`src/snes_cart_pkg.sv`:
```
package snes_cart_pkg;

	// ==============================
	// Download port
	// ==============================

	typedef struct packed {
		logic        download;
		logic        code_index;
		logic [24:0] addr;
		logic [15:0] data;
		logic        wr;
	} dl_bus_t;

	// Header location as chosen in the menu
	typedef enum logic [2:0] {
		mode_auto,
		mode_no_header,
		mode_lorom,
		mode_hirom,
		mode_exhirom
	} header_mode_e;

	typedef struct packed {
		logic [7:0]  rom_type;
		logic [23:0] rom_mask;
		logic [23:0] ram_mask;
		logic        region;
	} cart_info_t;

	// Valid sits on top, the four words follow in big-endian field order
	typedef struct packed {
		logic        valid;
		logic [31:0] flags;
		logic [31:0] address;
		logic [31:0] compare;
		logic [31:0] replace;
	} gg_code_t;

	// ==============================
	// Backup RAM and SD block port
	// ==============================

	typedef struct packed {
		logic        en;
		logic        we;
		logic [19:0] addr;
		logic [7:0]  data;
	} bsram_req_t;

	typedef struct packed {
		logic        ack;
		logic [7:0]  buff_addr;
		logic [15:0] buff_dout;
		logic        buff_wr;
	} sd_blk_t;

	typedef enum logic [1:0] {
		bk_idle,
		bk_request,
		bk_transfer
	} bk_state_e;

	// Copier prefix in front of the ROM image, in bytes
	localparam int COPIER_OFFSET = 512;

	// Internal header size byte, RAM size byte sits two bytes further
	localparam logic [15:0] HDR_LOROM_SIZE   = 16'h7FD6;
	localparam logic [15:0] HDR_HIROM_SIZE   = 16'hFFD6;
	localparam logic [23:0] HDR_EXHIROM_SIZE = 24'h40FFD6;

	localparam logic [3:0] DEFAULT_ROM_SIZE = 4'hC;

endpackage

```
`src/cheat_code_loader.sv`:
```
module cheat_code_loader (
	input  logic                    clk_sys,
	input  logic                    reset,
	input  snes_cart_pkg::dl_bus_t  dl,
	output snes_cart_pkg::gg_code_t gg_code
);

	logic        code_wr;
	logic [24:0] code_addr;

	assign code_wr = dl.download & dl.code_index & dl.wr;

	// Code files carry the same copier prefix as cartridges
	assign code_addr = dl.addr - 25'(snes_cart_pkg::COPIER_OFFSET);

	// Valid pulses once per record, after its last word
	always_ff @(posedge clk_sys) begin
		if (!reset) begin
			gg_code.valid <= 1'b0;
		end else begin
			gg_code.valid <= code_wr && code_addr[3:0] == 4'd14;
		end
	end

	always_ff @(posedge clk_sys) begin
		if (code_wr) begin
			case (code_addr[3:0])
				4'd0:  gg_code.flags[15:0]    <= dl.data;
				4'd2:  gg_code.flags[31:16]   <= dl.data;
				4'd4:  gg_code.address[15:0]  <= dl.data;
				4'd6:  gg_code.address[31:16] <= dl.data;
				4'd8:  gg_code.compare[15:0]  <= dl.data;
				4'd10: gg_code.compare[31:16] <= dl.data;
				4'd12: gg_code.replace[15:0]  <= dl.data;
				4'd14: gg_code.replace[31:16] <= dl.data;
				default: ;
			endcase
		end
	end

endmodule

```
`config.mk`:
```
export PLATFORM = sky130hd
export DESIGN_NAME = cheat_code_loader
export DESIGN_NICKNAME = d
export VERILOG_FILES = /design/src/snes_cart_pkg.sv /design/src/cheat_code_loader.sv
export SDC_FILE = /design/constraint.sdc
export NUM_CORES = 1
export LEC_CHECK = 0
export ABC_AREA = 1
export CAP_MARGIN = 25
export CORE_MARGIN = 5
export CORE_UTILIZATION = 60
export CTS_CLUSTER_SIZE = 20
export DETAILED_ROUTE_END_ITERATION = 7
export DONT_BUFFER_PORTS = 1
export GPL_TIMING_DRIVEN = 0
export PLACE_DENSITY = 0.76
export SLEW_MARGIN = 15
export SYNTH_ARGS = -nofsm -noshare
export SYNTH_HDL_FRONTEND = slang
export SYNTH_SLANG_ARGS = --single-unit
export TNS_END_PERCENT = 100
```
`constraint.sdc`:
```
create_clock -name clk_sys -period 2.6 [get_ports clk_sys]
set_input_delay 0.52 -clock clk_sys [delete_from_list [all_inputs] [get_ports clk_sys]]
set_output_delay 0.52 -clock clk_sys [all_outputs]
set_load 0.02 [all_outputs]
```
==> run metrics, run 1 <==
register with the highest flop count gg_code; Cell Area, Placed 4200 um^2; CP endpoint kind primary output; clock sink total 129; boundary pin count 175; measured slew at the worst slew-check pin 0.830 ns; RSZ-0062 raised after global routing no; Critical Path Start gg_code[32]; dominant cells by area after synthesis edfxtp_1, nor2_1, inv_1; yosys synthesis warning count 0; Leak Pwr 1.56 nW; CTS Buffer Depth 2; number of nets in the layout around 230; placer congestion estimate just under 0.7; outcome complete, no violations; shortest period the worst path allows between 1.5 and 2 ns; root buffer cell clkbuf_8; Resized cells post-CTS 0; DRC marker count from the first detailed-route iteration 72; final global-route overflow total 0; most used flip-flop cell after synthesis edfxtp_1; routed wire length about 7500 um; count of H-tree levels built during CTS 4; final std cell area, no fill 4770 um^2; die span in x around 91 um; WL/cell between 20 and 30 um; sequential-to-total area share from yosys stat just under 100%; initial cell density of the core 62.3%; element type at the critical path start register; number of distinct library cells after synthesis 8; max FFs per register approximately 130; antenna diode count 0; sum of negative setup slack 0 ns; Util after Layout 74.7%; Area growth, synth to finish 19.9%; number of nets with antenna violations after detailed routing 0; switching component of the power just under 0.0009 W; hold crit path type in2reg; Final Non-Filler Cells 272; maximum number of pins on one net before global-route repair 17; row cnt 29; clock slew seen by the registers of the worst setup and hold paths roughly 0.06 ns; post-CTS setup repair buffer count 0; Seq cells post-synth between 100 and 150; CTS tree built; mapped cell area around 4000 um^2; CTS Buf Count 17; vias per cell 5.84; antenna violations before repair 0; Final Max Slew Viols 0; total vias in the final route ~1.6k; critical setup path kind reg2out; area of the core between 6000 and 7000 um^2; fill cell total of the finished layout 341; Max rail drop VDD about 0.69 mV; switching share of power between 10% and 20%; first-pass iteration count of the detailed router 4; ratio of final minimum period to clock period roughly 60%; Die Span Y 91.4 um; largest fanout on the critical path 1; combined global-route utilization of all metal layers 18.2%; final HPWL from detailed placement between 4000 and 5000 um; Port Buffers 0; vias in the first global route approximately 1.6k; share of power burned in the clock network approximately half; library cell with the highest instance count after synthesis edfxtp_1; Worst Min Path Start dl[4]; required time of the critical path around 2.1 ns; largest registers ranked by flip-flop count gg_code: 129 flops; average footprint of a synthesized cell around 26 um^2; layout cell share with drive strength beyond 1 between 20% and 30%; Achievable Freq between 600 and 700 MHz; Synth async-reset ratio 0%; Gate power share less than 1%; # hold bufs at CTS 0; number of cells produced by synthesis roughly 160; number of synthesized flops with an enable pin ~130; Crit path arrival time 1.00 ns; power share of the sequential group 50.9%; placed cells 240; Slew Limit Headroom between 40% and 50%; first-pass GRT wire length between 10000 and 15000 um; number of hold violations in the final report 0; power density normalized to cell area about 960 nW/um^2; post-synthesis net count slightly above 200; remaining routing DRC violations 0; overall die area between 8000 and 9000 um^2; internal portion of total power 0.00368 W; commonest cells in the netlist edfxtp_1, nor2_1, inv_1, nand2_1, nand2_2; top-area cell type share of the netlist area a little over nine tenths; setup violation total in the final timing report 0; max-capacitance violation count 0; leading area contributor after synthesis edfxtp_1
final timing paths:
| kind | endpoint | slack [ns] | depth (start not counted) |
|---|---|---|---|
| min | gg_code[35] | 0.12 | 0 |
| max | gg_code[32] | 1.08 | 0 |
cell type report:
type / instances / area [um^2] / area share, %
inverters: 7 / 26.3 / 0.550
clock buffers: 17 / 414 / 8.68
flip-flops and latches: 129 / 3860 / 80.9
repair buffers: 7 / 105 / 2.20
multi-input cells: 20 / 108 / 2.25
clock inverters: 15 / 160 / 3.36
well taps: 77 / 96.3 / 2.02
metrics by stage:
| step | power (W) | worst slack [ns] | hold WS, ns |
|---|---|---|---|
| after floorplan | 0.00238 | 0.734 | 0.619 |
| after global placement | 0.00238 | 0.0912 | 0.619 |
| after detailed placement | 0.00239 | 0.777 | 0.619 |
| after CTS | 0.00459 | 1.06 | 0.0935 |
| after global routing | 0.00470 | 1.05 | 0.0867 |
| final | 0.00456 | 1.08 | 0.117 |
power by group through the flow:
| stage | clock network [W] | registers [W] | logic (W) |
|---|---|---|---|
| 2_1_floorplan | 0 | 0.00236 | 0.0000113 |
| 3_3_place_gp | 0 | 0.00237 | 0.0000142 |
| 3_5_place_dp | 0 | 0.00237 | 0.0000186 |
| 4_1_cts | 0.00225 | 0.00232 | 0.0000187 |
| 5_1_grt | 0.00235 | 0.00232 | 0.0000207 |
| 6_report | 0.00222 | 0.00232 | 0.0000185 |
layer usage:
metal	vias to the layer above	wire length (um)	track usage, %
met1	815	2900	21.6
met2	105	3770	28.4
li1	660	-	-
met4	0	67	6.97
met5	-	0	0
met3	8	786	9.59
cells in the final DEF, fill, tap and decap left out:
cell type / n
buf_8: 7
bufinv_16: 2
clkbuf_16: 16
clkbuf_8: 1
clkinv_1: 1
clkinv_2: 2
clkinv_4: 3
clkinvlp_4: 3
dfxtp_1: 1
edfxtp_1: 128
inv_1: 7
inv_6: 3
inv_8: 1
nand2_1: 7
nand2_2: 2
nor2_1: 2
nor2_2: 8
nor2_4: 1
logic make-up after synthesis:
| family | share of synthesized area [%] |
|---|---|
| buffers and inverters | 0.660 |
| flip-flops | 97.1 |
| AND/OR/NAND/NOR | 2.26 |
Power figures use the tool's default switching activity.
==> inputs of run 2 (changes only) <==
- clock period: 2.6 -> 1.5 ns (I/O delays scaled with it)
==> run 2 against run 1 <==
Wire length up 5.5%. Utilization up 2.9 points. Worst hold slack worse by 0.027 ns. Critical path depth unchanged. Sequential share of layout area down 3.0 points. Critical path type unchanged. Largest cell class unchanged.
==> run metrics, run 2 (synthesis gave the netlist of run 1 again) <==
outcome complete, no violations; critical setup path kind reg2out; power density normalized to cell area 1630 nW/um^2 (+71%); Die Span Y 91.4 um (unchanged); max FFs per register 129 (unchanged); largest fanout on the critical path 1 (unchanged); setup violation total in the final timing report 0 (unchanged); routed wire length 7940 um (+5.5%); internal portion of total power 0.00664 W (+80%); number of hold violations in the final report 0 (unchanged); Gate power share 1.3% (+0.9 points); shortest period the worst path allows 1.29 ns; antenna violations before repair 0 (unchanged); register with the highest flop count gg_code; row cnt 29 (unchanged); layout cell share with drive strength beyond 1 22.2% (-3.0 points); largest registers ranked by flip-flop count gg_code: 129 flops; first-pass iteration count of the detailed router 4 (unchanged); Final Max Slew Viols 0 (unchanged); CTS tree built; maximum number of pins on one net before global-route repair 17 (unchanged); first-pass GRT wire length 11000 um (+4.3%); switching share of power 18.0% (-1.4 points); switching component of the power 0.00145 W (+65%); number of nets in the layout 245 (+7.5%); die span in x 91.4 um (unchanged); final HPWL from detailed placement 4920 um (-0.62%); CTS Buffer Depth 2 (unchanged); Slew Limit Headroom 49.6% (+5.0 points); max-capacitance violation count 0 (unchanged); vias in the first global route 1692 (+6.5%); Max rail drop VDD 1.24 mV (+80%); RSZ-0062 raised after global routing no; total power consumption of the routed design 0.00809 W (+77%); vias per cell 5.76 (-1.4%); element type at the critical path start register; most used cells in the layout excluding fill and tap cells edfxtp_1, dlygate4sd3_1, clkbuf_16, nor2_2; Achievable Freq 774 MHz; boundary pin count 175 (unchanged); Leak Pwr 1.64 nW (+5.2%); required time of the critical path 1.20 ns (-0.88 ns); total vias in the final route 1664 (+4.8%); count of H-tree levels built during CTS 4 (unchanged); clock slew seen by the registers of the worst setup and hold paths 0.06 ns (about the same); initial cell density of the core 62.3% (unchanged); power share of the sequential group 49.8% (-1.1 points); overall die area 8360 um^2 (unchanged); Area growth, synth to finish 24.5%; DRC marker count from the first detailed-route iteration 95 (+32%); Crit path arrival time 0.99 ns (about the same); combined global-route utilization of all metal layers 18.8% (+0.57 points); hold crit path type in2reg; measured slew at the worst slew-check pin 0.755 ns (-0.0750 ns); placer congestion estimate 0.741 (+6.8%); ratio of final minimum period to clock period between 80 and 90%; root buffer cell clkbuf_8; remaining routing DRC violations 0 (unchanged); area of the core 6390 um^2 (unchanged); Resized cells post-CTS 0 (unchanged); worst hold margin 0.0906 ns (-0.0269 ns); number of nets with antenna violations after detailed routing 0 (unchanged); CP endpoint kind primary output; WL/cell 27.5 um (-0.72%); share of power burned in the clock network 48.9% (+0.2 points); final global-route overflow total 0 (unchanged); clock sink total 129 (unchanged); Port Buffers 0 (unchanged); CTS Buf Count 17 (unchanged); antenna diode count 0 (unchanged); leading cell type in the layout, fill and taps excluded edfxtp_1
run 2: worst paths after layout:
| kind | from | end | slack, ns | depth (start not counted) |
|---|---|---|---|---|
| setup / recovery | gg_code[109] | gg_code[109] | 0.21 | 0 |
| hold / removal | dl[18] | gg_code[128] | 0.09 | 4 |
run 2: area by class of cell:
cell class | count | area [um^2]
Sequential cell | 129 | 3860
Inverter | 7 | 26.3
Timing Repair Buffer | 24 | 275
Clock inverter | 10 | 134
Multi-Input combinational cell | 20 | 108
Clock buffer | 22 | 453
Fill cell | 345 | 1430
Tap cell | 77 | 96.3
run 2: through the flow:
step	worst slack [ns]	util, %	cells	instance area, um^2	setup TNS, ns
final	0.208	77.6	289	4960	0
after global routing	0.169	77.6	289	4960	0
after CTS	0.118	77.4	288	4940	0
after detailed placement	-0.381	65.5	239	4180	-11.09
after global placement	-0.788	63.9	233	4080	-77.30
after floorplan	-0.146	-	156	3980	-14.01
run 2: repair_timing:
item	CTS	global route
hold endpoints to repair	129	0
buffers inserted	0	0
hold buffers	17	0
run 2: power groups by stage:
| stage | clock [W] | sequential [W] | combinational, W |
|---|---|---|---|
| 2_1_floorplan | 0 | 0.00410 | 0.0000199 |
| 3_3_place_gp | 0 | 0.00410 | 0.0000251 |
| 3_5_place_dp | 0 | 0.00410 | 0.0000327 |
| 4_1_cts | 0.00398 | 0.00403 | 0.000103 |
| 5_1_grt | 0.00419 | 0.00403 | 0.000115 |
| 6_report | 0.00396 | 0.00403 | 0.000104 |
run 2: layer usage:
layer | global-route usage, % | wire (um) | up-vias
met5 | 0 | 0 | -
met4 | 6.85 | 102 | 0
met3 | 11.0 | 887 | 8
met2 | 29.8 | 4060 | 108
met1 | 21.1 | 2880 | 854
li1 | - | - | 694
