[src/snes_cart_pkg.sv]
package snes_cart_pkg;

	// ==============================
	// Download port
	// ==============================

	typedef struct packed {
		logic        download;
		logic        code_index;
		logic [24:0] addr;
		logic [15:0] data;
		logic        wr;
	} dl_bus_t;

	// Header location as chosen in the menu
	typedef enum logic [2:0] {
		mode_auto,
		mode_no_header,
		mode_lorom,
		mode_hirom,
		mode_exhirom
	} header_mode_e;

	typedef struct packed {
		logic [7:0]  rom_type;
		logic [23:0] rom_mask;
		logic [23:0] ram_mask;
		logic        region;
	} cart_info_t;

	// Valid sits on top, the four words follow in big-endian field order
	typedef struct packed {
		logic        valid;
		logic [31:0] flags;
		logic [31:0] address;
		logic [31:0] compare;
		logic [31:0] replace;
	} gg_code_t;

	// ==============================
	// Backup RAM and SD block port
	// ==============================

	typedef struct packed {
		logic        en;
		logic        we;
		logic [19:0] addr;
		logic [7:0]  data;
	} bsram_req_t;

	typedef struct packed {
		logic        ack;
		logic [7:0]  buff_addr;
		logic [15:0] buff_dout;
		logic        buff_wr;
	} sd_blk_t;

	typedef enum logic [1:0] {
		bk_idle,
		bk_request,
		bk_transfer
	} bk_state_e;

	// Copier prefix in front of the ROM image, in bytes
	localparam int COPIER_OFFSET = 512;

	// Internal header size byte, RAM size byte sits two bytes further
	localparam logic [15:0] HDR_LOROM_SIZE   = 16'h7FD6;
	localparam logic [15:0] HDR_HIROM_SIZE   = 16'hFFD6;
	localparam logic [23:0] HDR_EXHIROM_SIZE = 24'h40FFD6;

	localparam logic [3:0] DEFAULT_ROM_SIZE = 4'hC;

endpackage

[src/cart_header_detect.sv]
module cart_header_detect (
	input  logic                        clk_sys,
	input  logic                        reset,
	input  snes_cart_pkg::dl_bus_t      dl,
	input  snes_cart_pkg::header_mode_e header_mode,
	output snes_cart_pkg::cart_info_t   cart_info
);

	logic        cart_wr;
	logic        hdr_forced;
	logic [23:0] size_base;
	logic [24:0] size_addr;
	logic [24:0] ram_addr;
	logic [3:0]  rom_size;
	logic [3:0]  ram_size;

	assign cart_wr = dl.download & ~dl.code_index & dl.wr;

	// Location of the internal header for the forced modes
	always_comb begin
		hdr_forced = 1'b1;
		size_base = '0;
		case (header_mode)
			snes_cart_pkg::mode_lorom:   size_base = {8'h00, snes_cart_pkg::HDR_LOROM_SIZE};
			snes_cart_pkg::mode_hirom:   size_base = {8'h00, snes_cart_pkg::HDR_HIROM_SIZE};
			snes_cart_pkg::mode_exhirom: size_base = snes_cart_pkg::HDR_EXHIROM_SIZE;
			default:                     hdr_forced = 1'b0;
		endcase
	end

	assign size_addr = {1'b0, size_base} + 25'(snes_cart_pkg::COPIER_OFFSET);
	assign ram_addr = size_addr + 25'd2;

	always_ff @(posedge clk_sys) begin
		if (!reset) begin
			rom_size <= snes_cart_pkg::DEFAULT_ROM_SIZE;
			ram_size <= 4'h0;
			cart_info <= '0;
		end else if (cart_wr) begin
			if (dl.addr == 25'd0) begin
				rom_size <= snes_cart_pkg::DEFAULT_ROM_SIZE;
				ram_size <= 4'h0;
				// Loader prefix word carries the sizes in auto mode
				if (header_mode == snes_cart_pkg::mode_auto && dl.data[7:0] != 8'h00) begin
					{ram_size, rom_size} <= dl.data[7:0];
				end
				case (header_mode)
					snes_cart_pkg::mode_no_header: cart_info.rom_type <= 8'd0;
					snes_cart_pkg::mode_lorom:     cart_info.rom_type <= 8'd0;
					snes_cart_pkg::mode_hirom:     cart_info.rom_type <= 8'd1;
					snes_cart_pkg::mode_exhirom:   cart_info.rom_type <= 8'd2;
					default:                       cart_info.rom_type <= dl.data[15:8];
				endcase
			end

			if (dl.addr == 25'd2) begin
				cart_info.region <= dl.data[8];
			end

			if (hdr_forced && dl.addr == size_addr) begin
				rom_size <= dl.data[11:8];
			end
			if (hdr_forced && dl.addr == ram_addr) begin
				ram_size <= dl.data[3:0];
			end

			// Masks follow the size codes one write later
			cart_info.rom_mask <= (24'd1024 << rom_size) - 24'd1;
			if (ram_size != 4'h0) begin
				cart_info.ram_mask <= (24'd1024 << ram_size) - 24'd1;
			end else begin
				cart_info.ram_mask <= 24'd0;
			end
		end
	end

endmodule

[config.mk]
export PLATFORM = sky130hd
export DESIGN_NAME = cart_header_detect
export DESIGN_NICKNAME = d
export VERILOG_FILES = /design/src/snes_cart_pkg.sv /design/src/cart_header_detect.sv
export SDC_FILE = /design/constraint.sdc
export NUM_CORES = 1
export LEC_CHECK = 0
export ABC_CLOCK_PERIOD_IN_PS = 3300
export BUFFER_PORTS_ARGS = -buffer_cell sky130_fd_sc_hd__buf_2
export CORE_ASPECT_RATIO = 1.5
export CORE_MARGIN = 8
export CORE_UTILIZATION = 40
export DETAILED_ROUTE_END_ITERATION = 10
export GPL_TIMING_DRIVEN = 0
export MAX_ROUTING_LAYER = met4
export PLACE_DENSITY = 0.68
export SLEW_MARGIN = 5
export SYNTH_ARGS = -nofsm -noshare
export SYNTH_HDL_FRONTEND = slang
export SYNTH_SLANG_ARGS = --single-unit
[constraint.sdc]
create_clock -name clk_sys -period 3.3 [get_ports clk_sys]
set_input_delay 0.66 -clock clk_sys [delete_from_list [all_inputs] [get_ports clk_sys]]
set_output_delay 0.66 -clock clk_sys [all_outputs]
set_load 0.1 [all_outputs]
==> qor.yml, run 1 <==
routing:
  drc: 0
  drt-total-wl_um: 8000
  ant_nets: 0
  drt-pass1-iter-count: 4
  first_iter_violations: 142
  wl_per_cell_um: 15.4
  via_count: 2834
  via_per_inst: 5.45
layout:
  final-seq-area_um2: 941
  design_area_um2: 3330
  antenna_cells: 0
  nets: 495
  drive_gt1_share_pct: 33.8
  multiInputGateArea_um2: 1420
  fillers: 663
  area_growth_pct: 26.5
synthesis:
  netlist_top_cells_area: "dfxtp_1, a21oi_1, buf_4"
  yosysMostFrequentCell: "dfxtp_1"
  synth_edf_count: 0
  async_reset_ff_share_pct: 0
  synth.distinct_cells: 57
  ys_seq_elements: 47
  ys_warn_count: 0
  avgSynthCellArea_um2: 7.89
  synth_flop_cell: "dfxtp_1"
  synthCells: 334
  syn_nets: 385
  netlist.top_cell.by_area: "dfxtp_1"
  netlist_top_cells_count: "dfxtp_1, nand2_1, nor2_1"
  ys_seq_area_share_pct: 35.7
  syn_area_um2: 2640
  synth_top_area_share_pct: 35.7
power:
  p_clk_share_pct: 27.5
  intPower_mw: 0.818
  p_per_area_nw_per_um2: 378
  p_sw_share_pct: 35.0
  p_seq_share_pct: 46.6
  p_comb_share_pct: 25.8
  p_leak_nw: 1.41
  switchingPower_mw: 0.441
  ir_drop_mv: 0.160
grt:
  grt_pass1_wl_um: 12900
  grt_max_degree: 14
  gr-total-overflow: 0
  grt_pass1_vias: 2859
  antenna_found_initial: 0
  grt_usage_pct: 17.3
sta:
  clock_skew_ps: 2.23
  hold_violations: 0
  finalSetupViolCount: 0
  relSlewSlack_pct: 61.0
  tightest_slew_ps: 581
  period_needed_ps: 2120
  tns_ps: 0
  max_freq_ghz: 0.473
  timing.final.crit_share_pct: 64.1
  rsz0062_at_grt: "no"
  finalMaxSlewViolations: 0
placed_design:
  io_buffer_count: 103
  dp_hpwl_um: 6390
  placed_area_um2: 3250
  gp_congestion: 0.887
floorplanning:
  io_pins: 106
  row_count: 36
  fp.coreArea_um2: 6440
  dieArea_um2: 9490
  die_x_um: 82.3
  die_y_um: 115
  start_util_pct: 40.9
cts:
  cts_tree: "built"
  clk_latency_ps: 290
  cts_buffers: 5
  cts.hold.buffers_added: 0
  cts_max_path_buffers: 2
  cts.repair.resized: 0
  h-tree-depth: 2
  clock_sinks: 47
  cts-root-buf: "clkbuf_8"
  cts.clk_slew.worst_paths_ps: 80
  cts_setup_buffers: 0
critical_path:
  startpoint_type: "flip-flop"
  endpoint_kind: "flip-flop"
  path_class: "flip-flop to flip-flop"
  worstPathMaxFanout: 10
  cp.required_ps: 3500
  cp.arrival_ps: 2310
hold_path:
  min_path_type: "flip-flop to flip-flop"
flow_run:
  drv_cap: 0
run_status:
  run_status: "finished clean"
## power by group through the flow
stage	combinational, mW	sequential, mW	clock, mW
2_1_floorplan	0.155	0.693	0
6_report	0.325	0.588	0.347
3_3_place_gp	0.323	0.601	0
3_5_place_dp	0.326	0.602	0
4_1_cts	0.326	0.588	0.358
5_1_grt	0.342	0.590	0.380
## registers in the layout, indices dropped and copies added (netlist names)
signal     cells
cart_info     39
ram_size       4
rom_size       4
## per-layer routing
| metal | track usage (%) | routed length [um] | vias to the layer above |
|---|---|---|---|
| li1 | - | - | 1405 |
| met1 | 19.3 | 3270 | 1285 |
| met2 | 28.8 | 3870 | 128 |
| met3 | 3.05 | 689 | 16 |
| met4 | 7.88 | 175 | 0 |
| met5 | - | 0 | - |
## final cells by class
type / count / share of cell area, %
clock inverters: 1 / 0.150
flip-flops and latches: 47 / 28.2
inverters: 8 / 0.901
repair buffers: 103 / 15.5
well taps: 76 / 2.85
multi-input cells: 238 / 42.7
clock buffers: 6 / 2.48
plain buffers: 41 / 7.21
## worst paths after layout
path / start / to / slack [ps] / cells past startpoint
setup / recovery: rom_size[1] / cart_info[45] / 1180 / 9
hold / removal: cart_info[53] / cart_info[53] / 450 / 2
setup reg to reg: rom_size[1] / cart_info[45] / 1180 / 9
hold reg to reg: cart_info[53] / cart_info[53] / 450 / 2
## per-stage QoR
stage,instances,hold WS (ps),util (%),power (mW),setup WS (ps)
final,520,452,51.7,1.26,1180
after global routing,520,468,51.7,1.31,999
after CTS,520,455,51.7,1.27,1200
after detailed placement,513,443,50.4,0.927,924
after global placement,513,437,50.4,0.924,952
after floorplan,334,560,-,0.848,1120
## placed cells by master, fill, tap and decap left out, types with 4 or more instances in the layout
| cell type | instances |
|---|---|
| nand3_1 | 11 |
| nand2_1 | 34 |
| and2_1 | 7 |
| nor4_1 | 4 |
| clkbuf_1 | 15 |
| a31oi_1 | 6 |
| o21ai_0 | 18 |
| mux2i_1 | 7 |
| buf_4 | 20 |
| nand4_1 | 5 |
| a211oi_1 | 5 |
| clkbuf_8 | 6 |
| inv_1 | 7 |
| a21oi_1 | 33 |
| dfxtp_1 | 47 |
| buf_2 | 106 |
| nor2_1 | 34 |
| nor3_1 | 14 |
## critical path, stage by stage, from the launching register on
cell	delay, ps
dfxtp_1	320
clkbuf_1	200
nor2_1	240
nand2_1	90
ha_1	290
and2_1	200
o21ai_0	150
a21oi_1	80
a311o_1	320
o211a_1	120
## logic make-up (layout without fill, tap and decap cells)
family                     Yosys count  in the layout  synth area share [%]
DFF                                 47             47                  35.7
AOI/OAI and AO/OA                   93             93                  23.4
adders and majority gates            2              2                 0.950
muxes                                7              7                  2.66
buffers and inverters               49            159                  10.3
xor gates and xnor gates             1              1                 0.332
and+or+nand+nor                    135            135                  26.7
Note: power is estimated with default switching activity, not from simulation.
==> run 2, diff against run 1 <==
--- a/config.mk
+++ b/config.mk
@@ -5,7 +5,8 @@
 export SDC_FILE = /design/constraint.sdc
 export NUM_CORES = 1
 export LEC_CHECK = 0
-export ABC_CLOCK_PERIOD_IN_PS = 3300
+export ABC_AREA = 1
+export ABC_CLOCK_PERIOD_IN_PS = 1700
 export BUFFER_PORTS_ARGS = -buffer_cell sky130_fd_sc_hd__buf_2
 export CORE_ASPECT_RATIO = 1.5
 export CORE_MARGIN = 8
@@ -13,7 +14,7 @@
 export DETAILED_ROUTE_END_ITERATION = 10
 export GPL_TIMING_DRIVEN = 0
 export MAX_ROUTING_LAYER = met4
-export PLACE_DENSITY = 0.68
+export PLACE_DENSITY = 0.7
 export SLEW_MARGIN = 5
 export SYNTH_ARGS = -nofsm -noshare
 export SYNTH_HDL_FRONTEND = slang
==> constraint.sdc (replaced) <==
create_clock -name clk_sys -period 1.7 [get_ports clk_sys]
set_input_delay 0.34 -clock clk_sys [delete_from_list [all_inputs] [get_ports clk_sys]]
set_output_delay 0.34 -clock clk_sys [all_outputs]
set_load 0.1 [all_outputs]
==> run 2 against run 1 <==
First-iteration DRC count down 4.2%; cell count up 21%; total power up 80%; flip-flop and latch count unchanged; critical endpoint is now cart_info[28].
==> qor.yml, run 2 <==
run_status:
  run_status: "finished clean"
flow_run:
  drv_cap: 0  # unchanged
cts:
  cts_max_path_buffers: 2  # unchanged
  cts-root-buf: "clkbuf_8"
  h-tree-depth: 2  # unchanged
  cts.clk_slew.worst_paths_ps: 80  # about the same
  cts_tree: "built"
  clock_sinks: 47  # unchanged
  clk_latency_ps: 310  # +20 ps
  cts_buffers: 5  # unchanged
  cts.hold.buffers_added: 0  # unchanged
placed_design:
  placed_area_um2: 3450  # +6.2%
  io_buffer_count: 105  # +1.9%
  dp_slack_ps: -249  # -1170 ps
  dp_hpwl_um: 6380  # -0.21%
  gp_congestion: 0.906  # +2.1%
sta:
  relSlewSlack_pct: 66.9  # +6.0 points
  period_needed_ps: 1630
  hold_violations: 0  # unchanged
  setup_slack_ps: 74.5  # -1110 ps
  timing.final.crit_share_pct: 95.6
  clock_skew_ps: 5.09  # +2.86 ps
  rsz0062_at_grt: "no"
  finalSetupViolCount: 0  # unchanged
  tightest_slew_ps: 500  # -81.4 ps
  finalMaxSlewViolations: 0  # unchanged
  max_freq_ghz: 0.615
grt:
  antenna_found_initial: 0  # unchanged
  grt_max_degree: 14  # unchanged
  grt_pass1_vias: 3085  # +7.9%
  gr-total-overflow: 0  # unchanged
  grt_pass1_wl_um: 13300  # +3.1%
  grt_usage_pct: 16.2  # -1.1 points
synthesis:
  netlist_top_cells_count: "nand2_1, nor2_1, inv_1"
  syn_nets: 487  # +26%
  ys_seq_area_share_pct: 33.4  # -2.3 points
  synth.distinct_cells: 35  # -39%
  netlist_top_cells_area: "dfxtp_1, nand2_1, nor2_1"
  ys_seq_elements: 47  # unchanged
  avgSynthCellArea_um2: 6.47  # -18%
  synth_top_area_share_pct: 33.4  # -2.3 points
  syn_area_um2: 2820  # +7.0%
  synth_flop_cell: "dfxtp_1"
  yosysMostFrequentCell: "nand2_1"
  synthCells: 436  # +31%
  synth_edf_count: 0  # unchanged
  ys_warn_count: 0  # unchanged
  netlist.top_cell.by_area: "dfxtp_1"
  async_reset_ff_share_pct: 0  # unchanged
power:
  p_leak_nw: 1.89  # +34%
  p_total_mw: 2.27  # +80%
  p_per_area_nw_per_um2: 635  # +68%
  ir_drop_mv: 0.282  # +76%
critical_path:
  critPathMaxStageDelay_ps: 430  # +110 ps
  worstReg2RegEnd: "cart_info[41]"
  crit_chain: "buf_4 -> buf_2"
  r2r_setup_slack_ps: 150  # -1030 ps
  crit_path_top_delay_cell: "dfxtp_2"
  endpoint_kind: "output port"
  cp.arrival_ps: 1290  # -1020 ps
  regToRegStartpoint: "rom_size[1]"
  path_buf_inv: 2  # +1
  worstPathMaxFanout: 11  # +1
  path_class: "flip-flop to output port"
  r2r_cells: 10  # +1
  crit_family: "buffers and inverters"
  cp.required_ps: 1360  # -2140 ps
  startpoint_type: "flip-flop"
floorplanning:
  row_count: 37  # +2.8%
  dieArea_um2: 10000  # +5.8%
  die_x_um: 84.6  # +2.8%
  die_y_um: 119  # +3.0%
  io_pins: 106  # unchanged
  start_util_pct: 41.2  # +0.25 points
  fp.coreArea_um2: 6850  # +6.4%
layout:
  reg_top3: "cart_info: 39 flops, ram_size: 4 flops, rom_size: 4 flops"
  antenna_cells: 0  # unchanged
  fillers: 714  # +7.7%
  design_area_um2: 3570  # +7.2%
  top_register: "cart_info"
  area_growth_pct: 26.8
  drive_gt1_share_pct: 31.9  # -1.8 points
  final_common_cell: "buf_2"
  largest_reg_flops: 39  # unchanged
  nets: 601  # +21%
  layout_common_cells: "buf_2, nand2_1, nor2_1, inv_1, dfxtp_1"
hold_path:
  hold_depth: 3  # +1
  min_path_type: "input port to flip-flop"
  worstHoldStart: "dl[9]"
  hold_path_end: "cart_info[0]"
routing:
  first_iter_violations: 136  # -4.2%
  ant_nets: 0  # unchanged
  via_count: 3030  # +6.9%
  drt-pass1-iter-count: 4  # unchanged
  via_per_inst: 4.82  # -12%
  wl_per_cell_um: 12.2  # -21%
  drt-total-wl_um: 7670  # -4.2%
  drc: 0  # unchanged
## run 2: cell types whose count changed after synthesis, moves of 6 or more
| cell | delta |
|---|---|
| mux2i_1 | -7 |
| nor3_1 | -6 |
| inv_1 | +44 |
| clkbuf_1 | -6 |
| nand3_1 | +12 |
| and2_1 | -7 |
| a21oi_1 | +8 |
| nand2_1 | +58 |
| nand2_2 | +6 |
| nor2_1 | +34 |
## run 2: kinds of logic (layout without fill, tap and decap cells)
logic type	Yosys count	count (layout)	share of synthesized area (%)
compound gates	72	72	13.4
fa+ha+maj	2	2	0.887
flops	47	47	33.4
xor+xnor	5	5	1.55
simple gates	221	221	36.3
buf+inv	89	204	14.5
## run 2: report_power, final
group,internal [mW],switching [mW]
registers,1.12,0.0105
logic,0.122,0.365
clock network,0.289,0.368
total,1.53,0.743
## run 2: worst max-delay path by stage
stage	start	to	slack [ps]	cells past startpoint
6_report	cart_info[34]	cart_info[28]	70	2
5_1_grt	cart_info[34]	cart_info[26]	6	2
4_1_cts	rom_size[3]	cart_info[45]	10	11
3_5_place_dp	dl[33]	cart_info[49]	-250	8
3_3_place_gp	dl[37]	cart_info[49]	-200	10
2_1_floorplan	rom_size[3]	cart_info[45]	160	11
## run 2: routing by layer
layer	vias up	share of wire, %	track usage [%]
li1	1592	-	-
met1	1317	40	15.6
met2	108	50	29.6
met3	13	7.5	4.68
met4	0	2.5	6.38
met5	-	0	-
## run 2: layout make-up
| class | count | area, um2 | area share, % |
|---|---|---|---|
| clock inverters | 1 | 5.00 | 0.140 |
| flip-flops and latches | 47 | 948 | 26.5 |
| plain buffers | 28 | 181 | 5.08 |
| repair buffers | 108 | 548 | 15.3 |
| clock buffers | 7 | 76.3 | 2.14 |
| multi-input cells | 300 | 1490 | 41.8 |
| inverters | 60 | 225 | 6.30 |
| well taps | 78 | 97.6 | 2.73 |
## run 2: what timing repair did
item,in CTS,in global routing
pin swaps,0,0
endpoints found under the hold margin,0,0
resized for setup,2,14
setup endpoints to repair,2,9
buffers inserted,0,3
gates cloned,0,0
## run 2: worst reg2reg max path: cells and delay by family (launching register included)
family                   cells  cell delay (ps)
AO/OA/AOI/OAI                3              340
buffers and inverters        3              250
adder cells (fa/ha/maj)      1              130
flip-flops                   1              450
XOR/XNOR                     1              120
AND/OR/NAND/NOR              2              140
## run 2: through the flow
| step | utilization (%) | instances | TNS, ps | hold slack [ps] |
|---|---|---|---|---|
| CTS | 51.5 | 626 | 0 | 337 |
| floorplan | - | 436 | 0 | 474 |
| finish | 52.2 | 629 | 0 | 347 |
| global route | 52.2 | 629 | 0 | 370 |
| detailed placement | 50.3 | 619 | -3000 | 438 |
| global placement | 50.3 | 619 | -2150 | 437 |
