===== config.mk =====
export PLATFORM = sky130hd
export DESIGN_NAME = backup_sequencer
export DESIGN_NICKNAME = d
export VERILOG_FILES = /design/src/snes_cart_pkg.sv /design/src/backup_sequencer.sv
export SDC_FILE = /design/constraint.sdc
export NUM_CORES = 1
export LEC_CHECK = 0
export CORE_MARGIN = 3
export CORE_UTILIZATION = 40
export DETAILED_ROUTE_END_ITERATION = 16
export DONT_BUFFER_PORTS = 1
export GPL_TIMING_DRIVEN = 1
export PLACE_DENSITY = 0.58
export SLEW_MARGIN = 5
export SYNTH_ARGS = -nofsm -noshare
export SYNTH_HDL_FRONTEND = slang
export SYNTH_SLANG_ARGS = --single-unit

===== constraint.sdc =====
create_clock -name clk_sys -period 3.15 [get_ports clk_sys]
set_clock_uncertainty 0.1 [all_clocks]
set_input_delay 0.63 -clock clk_sys [delete_from_list [all_inputs] [get_ports clk_sys]]
set_output_delay 0.63 -clock clk_sys [all_outputs]
set_load 0.03 [all_outputs]

===== src/snes_cart_pkg.sv =====
package snes_cart_pkg;

	// ==============================
	// Download port
	// ==============================

	typedef struct packed {
		logic        download;
		logic        code_index;
		logic [24:0] addr;
		logic [15:0] data;
		logic        wr;
	} dl_bus_t;

	// Header location as chosen in the menu
	typedef enum logic [2:0] {
		mode_auto,
		mode_no_header,
		mode_lorom,
		mode_hirom,
		mode_exhirom
	} header_mode_e;

	typedef struct packed {
		logic [7:0]  rom_type;
		logic [23:0] rom_mask;
		logic [23:0] ram_mask;
		logic        region;
	} cart_info_t;

	// Valid sits on top, the four words follow in big-endian field order
	typedef struct packed {
		logic        valid;
		logic [31:0] flags;
		logic [31:0] address;
		logic [31:0] compare;
		logic [31:0] replace;
	} gg_code_t;

	// ==============================
	// Backup RAM and SD block port
	// ==============================

	typedef struct packed {
		logic        en;
		logic        we;
		logic [19:0] addr;
		logic [7:0]  data;
	} bsram_req_t;

	typedef struct packed {
		logic        ack;
		logic [7:0]  buff_addr;
		logic [15:0] buff_dout;
		logic        buff_wr;
	} sd_blk_t;

	typedef enum logic [1:0] {
		bk_idle,
		bk_request,
		bk_transfer
	} bk_state_e;

	// Copier prefix in front of the ROM image, in bytes
	localparam int COPIER_OFFSET = 512;

	// Internal header size byte, RAM size byte sits two bytes further
	localparam logic [15:0] HDR_LOROM_SIZE   = 16'h7FD6;
	localparam logic [15:0] HDR_HIROM_SIZE   = 16'hFFD6;
	localparam logic [23:0] HDR_EXHIROM_SIZE = 24'h40FFD6;

	localparam logic [3:0] DEFAULT_ROM_SIZE = 4'hC;

endpackage


===== src/backup_sequencer.sv =====
module backup_sequencer #(
	parameter int bsram_bits = 17
) (
	input  logic                      clk_sys,
	input  logic                      reset,
	input  snes_cart_pkg::dl_bus_t    dl,
	input  logic [23:0]               ram_mask,
	input  logic                      console_write,
	input  logic                      bk_load,
	input  logic                      bk_save,
	input  logic                      autosave,
	input  logic                      osd_status,
	input  logic                      img_mounted,
	input  logic                      img_readonly,
	input  logic                      img_size_nz,
	input  snes_cart_pkg::sd_blk_t    sd,
	output logic [31:0]               sd_lba,
	output logic                      sd_rd,
	output logic                      sd_wr,
	output snes_cart_pkg::bsram_req_t sd_req,
	output logic                      bk_ena,
	output logic                      bk_pending,
	output logic                      bk_loading
);

	snes_cart_pkg::bk_state_e state;

	logic                  cart_download;
	logic                  old_download;
	logic                  load_req, save_req;
	logic                  old_load, old_save, old_ack;
	logic                  load_edge, save_edge;
	logic                  sd_active;
	logic [bsram_bits-2:0] word_addr;
	logic                  hold_valid;
	logic [bsram_bits-2:0] hold_addr;
	logic [7:0]            hold_data;

	assign cart_download = dl.download & ~dl.code_index;

	assign load_req = bk_load & bk_ena;
	assign save_req = (bk_save | (bk_pending & osd_status & autosave)) & bk_ena;
	assign load_edge = load_req & ~old_load;
	assign save_edge = save_req & ~old_save;

	// ==============================
	// Enable and pending flag
	// ==============================

	always_ff @(posedge clk_sys) begin
		if (!reset) begin
			old_download <= 1'b0;
			bk_ena <= 1'b0;
			bk_pending <= 1'b0;
		end else begin
			old_download <= cart_download;
			if (!old_download && cart_download) begin
				bk_ena <= 1'b0;
			end
			// Save image is mounted by the end of the download
			if (cart_download && img_mounted && !img_readonly) begin
				bk_ena <= |ram_mask;
			end
			if (bk_ena && !osd_status && console_write) begin
				bk_pending <= 1'b1;
			end else if (state != snes_cart_pkg::bk_idle) begin
				bk_pending <= 1'b0;
			end
		end
	end

	// ==============================
	// Block walk
	// ==============================

	always_ff @(posedge clk_sys) begin
		if (!reset) begin
			state <= snes_cart_pkg::bk_idle;
			sd_lba <= '0;
			sd_rd <= 1'b0;
			sd_wr <= 1'b0;
			bk_loading <= 1'b0;
			old_load <= 1'b0;
			old_save <= 1'b0;
			old_ack <= 1'b0;
		end else begin
			old_load <= load_req;
			old_save <= save_req;
			old_ack <= sd.ack;
			case (state)
				snes_cart_pkg::bk_idle: begin
					if (load_edge || save_edge) begin
						state <= snes_cart_pkg::bk_request;
						bk_loading <= load_edge;
						sd_lba <= '0;
						sd_rd <= load_edge;
						sd_wr <= ~load_edge;
					end else if (old_download && !cart_download && img_size_nz && bk_ena) begin
						// Restore the save file right after a cartridge load
						state <= snes_cart_pkg::bk_request;
						bk_loading <= 1'b1;
						sd_lba <= '0;
						sd_rd <= 1'b1;
						sd_wr <= 1'b0;
					end
				end
				snes_cart_pkg::bk_request: begin
					if (sd.ack && !old_ack) begin
						sd_rd <= 1'b0;
						sd_wr <= 1'b0;
						state <= snes_cart_pkg::bk_transfer;
					end
				end
				default: begin
					if (old_ack && !sd.ack) begin
						if (sd_lba >= 32'(ram_mask[23:9])) begin
							state <= snes_cart_pkg::bk_idle;
							bk_loading <= 1'b0;
						end else begin
							state <= snes_cart_pkg::bk_request;
							sd_lba <= sd_lba + 32'd1;
							sd_rd <= bk_loading;
							sd_wr <= ~bk_loading;
						end
					end
				end
			endcase
		end
	end

	// SD words go in as two byte writes, high byte on the following cycle
	assign sd_active = sd.ack && state != snes_cart_pkg::bk_idle;
	assign word_addr = {sd_lba[bsram_bits-10:0], sd.buff_addr};

	always_ff @(posedge clk_sys) begin
		if (!reset) begin
			hold_valid <= 1'b0;
		end else begin
			hold_valid <= !hold_valid && sd_active && bk_loading && sd.buff_wr;
		end
	end

	always_ff @(posedge clk_sys) begin
		if (sd.buff_wr) begin
			hold_addr <= word_addr;
			hold_data <= sd.buff_dout[15:8];
		end
	end

	always_comb begin
		sd_req = '0;
		if (hold_valid) begin
			sd_req.en = 1'b1;
			sd_req.we = 1'b1;
			sd_req.addr = 20'({hold_addr, 1'b1});
			sd_req.data = hold_data;
		end else if (sd_active && bk_loading && sd.buff_wr) begin
			sd_req.en = 1'b1;
			sd_req.we = 1'b1;
			sd_req.addr = 20'({word_addr, 1'b0});
			sd_req.data = sd.buff_dout[7:0];
		end else if (sd_active && !bk_loading) begin
			// Save reads a whole word per buffer address
			sd_req.en = 1'b1;
			sd_req.addr = 20'({word_addr, 1'b0});
		end
	end

endmodule


==> qor.csv, run 1 <==
metric,value,unit
period utilization,90.7,%
final wirelength,7750,um
clk_lat worst skew,340,ps
fmax,350,MHz
Pwr Density,502,nW/um2
total negative slack,0,ps
H-tree level count,3,
port buffer count,0,
main combinational cell family by area after synthesis,compound AO/OA/AOI/OAI gates,
worst-case clock buffer depth,2,
vias after detailed routing,2459,
Std-Cell Rows,32,
Max VDD drop,0.000240,V
"Hold Vio Cnt, Final",0,
grt total ovfl,0,
Yosys Warn Count,0,
Area after DPL,3500,um2
Simple-Gate Fraction of Synth Area,17.0,%
placeable core area,7850,um2
Crit Path Class,flop to flop,
worst r2r src,sd_lba[0],
Cells after Synth,317,
Min Hold Slack,278,ps
CP startpoint,sd_lba[0],
syn_area_per_cell,10.3,um2
Worst Path Max Fanout,10,
Ports,171,
pre-CTS WS,38.1,ps
combinational power share,3.2,%
"Primary FF master, synth",dfxtp_1,
Max-Cap Viols,0,
RD Place Congestion,0.777,
die area,9290,um2
die span in x,96.4,um
# setup viols final,0,
Synth Area in Adders,6.13,%
Required @ worst endpoint,3310,ps
Nets,458,
Static Leak,0.00154,uW
Yosys reg bits,68,
Die Ht,96.4,um
final worst path period need,2860,ps
Hold EP,hold_data[4],
clock group share of total power,46.4,%
first drt pass iteration count,4,
xor/xnor share of the synthesized area,2.41,%
Synth async-reset ratio,0,%
RSZ-0062 raised after global routing,no,
metal1 wirelength,3340,um
GR Util All Layers,16.7,%
detailed-route wire length per cell,17.4,um
switch share,21.1,%
"Design Area, Final",3750,um2
CP arrival,3020,ps
initial DRC count,77,
vias in the first global route,2342,
cells on worst reg2reg path,10,
Sink Count,68,
diodes inserted,0,
worst slew pin tran,684,ps
hpwl dp,5850,um
routed vias/inst,5.53,
Mapped Area,3270,um2
status,"complete, no violations",
Slew headroom,54.4,%
Initial Util,41.6,%
met2 WL,3500,um
Num CTS Buffers,9,
CTS tree,done,
initial antenna violation count,0,
global-route wire length before repair,11800,um
Final Worst Setup Slack,294,ps
largest net degree at the start of global routing,33,
Int Pwr,1490,uW
CP startpoint kind,flop,
Final Slew Violations,0,
share of the yosys chip area belonging to registers,49.0,%
reg2reg setup slack,290,ps
postcts setup bufs,0,
beginning of the worst hold path,sd[13],
post-synthesis mux area share,0,%
CP Capture Type,flop,
Clock Tree Root,clkbuf_8,
synth unique cells,49,
Post-synth EDFFs,24,
worst r2r dst,sd_lba[14],
Area growth syn-to-layout,14.9,%
hold path depth,0,
Compound-Gate Fraction of Synth Area,19.8,%
highest routed layer,met4,
Worst Hold Class,input pin to flop,
Seq pwr share,50.4,%
met3 wire length,773,um
Final ANT Viol Nets,0,
clk slew on worst S/H paths,80,ps
total net switching power,397,uW
# DRC,0,
layout cell share with drive strength beyond 1,15.7,%
-- power groups by stage --
stage / logic [uW] / registers, uW / clock network, uW
floorplan: 55.9 / 966 / 0
global placement: 58.4 / 969 / 0
detailed placement: 60.0 / 970 / 0
CTS: 60.6 / 950 / 900
global route: 68.7 / 952 / 955
finish: 59.8 / 949 / 874
-- what timing repair did --
item,CTS,global route
setup endpoints to repair,0,16
hold buffers,0,0
gates resized for setup,0,1
-- worst max path at each step --
stage,endpoint,slack (ps)
CTS,sd_req[12],4
global placement,sd_lba[12],40
global route,sd_lba[14],70
finish,sd_lba[14],290
detailed placement,sd_lba[14],40
floorplan,sd_lba[6],230
-- kinds of logic (layout without fill, tap and decap cells) --
group,after synthesis,count (layout)
buffers and inverters,41,65
other,1,3
AND/OR/NAND/NOR,102,102
AO/OA/AOI/OAI,80,80
flip-flops,68,68
adder cells (fa/ha/maj),16,16
XOR/XNOR,9,9
-- registers in the layout, indices dropped and copies added (netlist names), 2 cells and up --
name and cells:
hold_data 8, hold_addr 16, sd_lba 32, state 2
-- layer usage --
layer,up-vias,track usage [%]
li1,1214,-
met1,1140,20.7
met2,93,26.2
met3,12,6.74
met4,0,5.72
met5,-,0
-- per-stage QoR --
| stage | util (%) | power (uW) | cells |
|---|---|---|---|
| after floorplan | - | 1020 | 319 |
| after global placement | 44.7 | 1030 | 429 |
| after detailed placement | 44.7 | 1030 | 429 |
| after CTS | 47.8 | 1910 | 445 |
| after global routing | 47.8 | 1980 | 445 |
| final | 47.8 | 1880 | 445 |
-- cells in the final DEF, fill, tap and decap left out, drive strengths merged, types with 3 or more instances in the layout --
cell | netlist | layout
dfxtp | 44 | 44
buf | 6 | 25
inv | 24 | 25
a22o | 24 | 24
edfxtp | 24 | 24
and3 | 22 | 22
nor2 | 19 | 19
nand2 | 17 | 17
ha | 16 | 16
a21oi | 13 | 13
o21ai | 11 | 11
nand3 | 9 | 9
nor4 | 9 | 9
xnor2 | 9 | 9
clkbuf | 11 | 9
nand2b | 5 | 5
a21boi | 5 | 5
and2 | 5 | 5
nand4 | 4 | 4
a31o | 4 | 4
a211oi | 4 | 4
a2111oi | 4 | 4
a31oi | 3 | 3
nor2b | 3 | 3
conb | 1 | 3
bufinv | 0 | 3
-- worst max-delay path: stages (launching register included) --
cell and delay (ps):
dfxtp_1 330, inv_1 40, ha_1 250, nand2b_1 160, a2111o_1 410, a311oi_1 440
o211ai_2 180, buf_4 230, a211oi_4 350, nand4_1 130, a21oi_1 160
-- synthesized netlist by cell type, types with 3 or more instances --
| library cell | n | area share [%] |
|---|---|---|
| a211oi_1 | 3 | 0.69 |
| a21boi_0 | 5 | 1.1 |
| a21oi_1 | 13 | 2.0 |
| a22o_1 | 24 | 6.4 |
| a31o_2 | 4 | 1.1 |
| a31oi_1 | 3 | 0.57 |
| and2_1 | 4 | 0.77 |
| and3_1 | 22 | 4.2 |
| buf_4 | 5 | 1.1 |
| clkbuf_1 | 11 | 1.3 |
| dfxtp_1 | 44 | 27 |
| edfxtp_1 | 24 | 22 |
| ha_1 | 16 | 6.1 |
| inv_1 | 24 | 2.8 |
| nand2_1 | 17 | 2.0 |
| nand2b_1 | 5 | 0.96 |
| nand3_1 | 9 | 1.4 |
| nand4_1 | 4 | 0.77 |
| nor2_1 | 18 | 2.1 |
| nor2b_1 | 3 | 0.57 |
| nor4_1 | 9 | 1.7 |
| o21ai_0 | 10 | 1.5 |
| xnor2_1 | 9 | 2.4 |
-- final cells by class --
| type | instances | area (um2) |
|---|---|---|
| well taps | 102 | 128 |
| clock inverters | 7 | 124 |
| flip-flops and latches | 68 | 1600 |
| multi-input cells | 210 | 1500 |
| inverters | 24 | 90.1 |
| repair buffers | 25 | 188 |
| clock buffers | 9 | 124 |
| fillers | 758 | 4090 |
No activity file was read; power rests on OpenSTA's default activity.
==> inputs of run 2 (changes only) <==
Settings changed: CORE_ASPECT_RATIO from default to 1.25.
==> qor.csv, run 2 (synthesis results as in run 1) <==
metric,value,unit
# setup viols final,0,
vias after detailed routing,2533,
largest register by flop count,sd_lba,
cells on worst reg2reg path,11,
CP top delay family,compound AO/OA/AOI/OAI gates,
Non-Filler Instances,442,
CP Buf/Inv Count,3,
Hold EP,hold_data[3],
most frequent cells in the layout,"dfxtp_1, buf_4, inv_1, a22o_1, edfxtp_1",
worst-case clock buffer depth,2,
grt total ovfl,0,
routed vias/inst,5.73,
Area growth syn-to-layout,15.3,%
Max-Cap Viols,0,
Static Leak,0.00155,uW
clk_lat worst skew,340,ps
beginning of the worst hold path,sd[12],
Die Ht,107,um
Required @ worst endpoint,3280,ps
Final Core Density,47.8,%
CP arrival,2970,ps
CP most frequent cell,buf_4,
fmax,352,MHz
# DRC,0,
largest net degree at the start of global routing,33,
final wirelength,7920,um
clk slew on worst S/H paths,80,ps
Worst Path Max Fanout,9,
Cells after DPL,426,
Final ANT Viol Nets,0,
Int Pwr,1480,uW
Num CTS Buffers,9,
Std-Cell Rows,36,
total negative slack,0,ps
vias in the first global route,2626,
total net switching power,387,uW
die span in x,86.8,um
Fillers,746,
GR Util All Layers,17.3,%
H-tree level count,3,
layout cell share with drive strength beyond 1,16.4,%
Seq pwr share,50.7,%
Initial Util,41.5,%
initial antenna violation count,0,
Max VDD drop,0.000337,V
clock group share of total power,46.0,%
CP startpoint kind,flop,
Ports,171,
detailed-route wire length per cell,17.9,um
Crit Path Class,flop to flop,
placeable core area,7880,um2
period utilization,90.2,%
Slowest Stage Delay on Critical Path,400,ps
port buffer count,0,
hold path depth,0,
CP Capture Type,flop,
status,"complete, no violations",
RSZ-0062 raised after global routing,no,
reg2reg setup slack,310,ps
initial DRC count,69,
Slowest cell on crit path,a2111o_1,
global-route wire length before repair,12500,um
worst r2r dst,sd_lba[9],
switch share,20.7,%
combinational power share,3.3,%
Slew headroom,58.6,%
"commonest non-fill, non-tap cell in the layout",dfxtp_1,
hpwl dp,6000,um
Clock Tree Root,clkbuf_8,
Sink Count,68,
first drt pass iteration count,4,
RD Place Congestion,0.806,
worst r2r src,sd_lba[0],
die area,9300,um2
diodes inserted,0,
"critical path, cell by cell",inv_1 > ha_1 > nand2b_1 > a2111o_1 > a311oi_1 > buf_4 > o211ai_2 > buf_4 > a2111oi_4 > xnor2_1 > nor2_2,
Nets,462,
# hold bufs at CTS,0,
"Hold Vio Cnt, Final",0,
top flop regs,"sd_lba x32, hold_addr x16, hold_data x8",
Pwr Density,497,nW/um2
CTS tree,done,
final worst path period need,2840,ps
Worst Hold Class,input pin to flop,
Largest register FFs,32,
Final Slew Violations,0,
worst slew pin tran,620,ps
[run 2: cell types whose count changed in the layout (fill, tap and decap cells not counted), sizes merged]
cell,previous run,this run
buf,25,29
clkinv,2,1
clkbuf,9,10
[run 2: per-stage QoR]
step	setup slack [ps]	hold slack [ps]	area, um2	total power, uW
detailed placement	27.7	454	3530	1030
finish	310	282	3770	1870
global route	144	252	3770	1950
global placement	1.98	450	3530	1030
floorplan	229	452	3280	1020
CTS	16.7	255	3760	1900
[run 2: final cells by class]
cell class	instances	area, um2	share of cell area (%)
multi-input combinational	210	1500	39.8
clock inverter	6	111	2.96
timing repair buffer	29	218	5.78
sequential	68	1600	42.5
tap	95	119	3.16
clock buffer	10	128	3.39
inverter	24	90.1	2.39
[run 2: layer usage]
| layer | track usage, % | routed length (um) |
|---|---|---|
| met5 | 0 | 0 |
| met4 | 9.02 | 172 |
| met3 | 6.53 | 886 |
| met2 | 27.7 | 3750 |
| met1 | 19.6 | 3110 |
[run 2: timing repair]
| action | in CTS | in global routing |
|---|---|---|
| buffers inserted | 0 | 0 |
| setup endpoints to repair | 0 | 16 |
| resized for setup | 0 | 1 |
[run 2: how the worst max path moves through the flow]
stage	start	to	slack (ps)	depth (start not counted)
floorplan	sd_lba[0]	sd_lba[6]	230	10
global placement	ram_mask[9]	sd_lba[9]	2	10
detailed placement	ram_mask[9]	sd_lba[9]	30	10
CTS	bk_loading	sd_req[23]	20	4
global route	sd_lba[0]	sd_lba[9]	140	11
finish	sd_lba[0]	sd_lba[9]	310	11
[run 2: power by group through the flow]
stage               Clock, uW  Sequential (uW)  Combinational (uW)
floorplan                   0              966                55.9
finish                    860              949                62.3
detailed placement          0              969                62.7
CTS                       889              949                63.1
global placement            0              969                61.0
global route              925              951                71.1
[run 2: worst reg2reg max path: cells and delay by family, from the launching register on]
family                   cells  cell delay [ps]
AO/OA/AOI/OAI                4             1220
XOR/XNOR                     1              180
adder cells (fa/ha/maj)      1              260
buffers and inverters        3              440
flip-flops                   1              330
AND/OR/NAND/NOR              2              200
==> inputs of run 3 (changes only) <==
Settings changed: RECOVER_POWER from default to 50.
==> qor.csv, run 3 (synthesis results as in run 1) <==
metric,value,unit
status,"complete, no violations",
Final Slew Violations,0,
layout cell share with drive strength beyond 1,11.5,%
worst-case clock buffer depth,2,
CP Capture Type,flop,
"commonest non-fill, non-tap cell in the layout",dfxtp_1,
period utilization,90.4,%
RSZ-0062 raised after global routing,no,
largest net degree at the start of global routing,33,
CP Buf/Inv Count,3,
final worst path period need,2850,ps
Max-Cap Viols,0,
CP startpoint kind,flop,
Worst Hold Class,input pin to flop,
top flop regs,"sd_lba x32, hold_addr x16, hold_data x8",
CP most frequent cell,buf_4,
Sink Count,68,
RD Place Congestion,0.806,
diodes inserted,0,
fmax,351,MHz
Num CTS Buffers,9,
Area growth syn-to-layout,13.3,%
Initial Util,41.5,%
Ports,171,
largest register by flop count,sd_lba,
Required @ worst endpoint,3280,ps
Largest register FFs,32,
die span in x,86.8,um
hpwl dp,6000,um
detailed-route wire length per cell,17.9,um
final wirelength,7900,um
"critical path, cell by cell",inv_1 > ha_1 > nand2b_1 > a2111o_1 > a311oi_1 > buf_4 > o211ai_2 > buf_4 > a2111oi_4 > xnor2_1 > nor2_2,
Slew headroom,48.1,%
placeable core area,7880,um2
initial DRC count,76,
Slowest Stage Delay on Critical Path,400,ps
# setup viols final,0,
# DRC,0,
Pwr Density,505,nW/um2
most frequent cells in the layout,"dfxtp_1, inv_1, a22o_1, edfxtp_1, and3_1",
die area,9300,um2
Max VDD drop,0.000338,V
Clock Tree Root,clkbuf_8,
Final Core Density,47.0,%
GR Util All Layers,17.3,%
first drt pass iteration count,4,
initial antenna violation count,0,
Final ANT Viol Nets,0,
Worst Path Max Fanout,9,
port buffer count,0,
Slowest cell on crit path,a2111o_1,
global-route wire length before repair,12500,um
CP top delay family,compound AO/OA/AOI/OAI gates,
worst slew pin tran,779,ps
Die Ht,107,um
postcts setup bufs,0,
vias in the first global route,2626,
H-tree level count,3,
vias after detailed routing,2533,
CP startpoint,sd_lba[0],
worst r2r src,sd_lba[0],
Std-Cell Rows,36,
Nets,462,
clk_lat worst skew,340,ps
beginning of the worst hold path,sd[12],
"Hold Vio Cnt, Final",0,
routed vias/inst,5.73,
total negative slack,0,ps
metal1 wirelength,3080,um
Static Leak,0.00148,uW
met3 wire length,889,um
CTS tree,done,
highest routed layer,met4,
Crit Path Class,flop to flop,
grt total ovfl,0,
CP arrival,2980,ps
met2 WL,3730,um
clk slew on worst S/H paths,80,ps
[run 3: changes by cell type in the layout (fill, tap and decap cells not counted), sizes merged]
cell | before | now
buf | 29 | 12
clkbuf | 10 | 27
[run 3: layer usage]
layer | global-route usage [%] | vias to the layer above
met3 | 6.53 | 16
met5 | 0 | -
li1 | - | 1217
met1 | 19.6 | 1189
met4 | 9.02 | 0
met2 | 27.7 | 111
[run 3: layout make-up]
cell class | instances | area [um2]
clock buffers | 10 | 128
clock inverters | 6 | 111
fillers | 769 | 4180
inverters | 24 | 90.1
multi-input cells | 210 | 1500
flip-flops and latches | 68 | 1600
well taps | 95 | 119
repair buffers | 29 | 154
[run 3: timing repair]
item	CTS	global route
resized for setup	0	1
endpoints found under the setup margin	0	16
hold buffers	0	0
[run 3: path summary, 6_finish.rpt]
path / endpoint / slack, ps / depth (start not counted)
worst max-delay path: sd_lba[9] / 300 / 11
worst min register to register: bk_ena / 460 / 2
worst min-delay path: hold_data[3] / 280 / 0
worst max register to register: sd_lba[9] / 300 / 11
[run 3: report_power, final]
part,total (uW),switching [uW],internal (uW)
Combinational,61.9,39.2,22.7
Clock,861,333,528
Sequential,949,15.3,934
Total,1870,388,1480
[run 3: per-stage QoR]
stage / setup WS [ps] / hold WS (ps) / cells / cell area [um2] / power (uW)
after floorplan: 229 / 452 / 319 / 3280 / 1020
after global placement: 1.98 / 450 / 426 / 3530 / 1030
after detailed placement: 27.7 / 454 / 426 / 3530 / 1030
after CTS: 16.7 / 255 / 442 / 3760 / 1900
after global routing: 136 / 252 / 442 / 3700 / 1950
final: 303 / 281 / 442 / 3700 / 1870
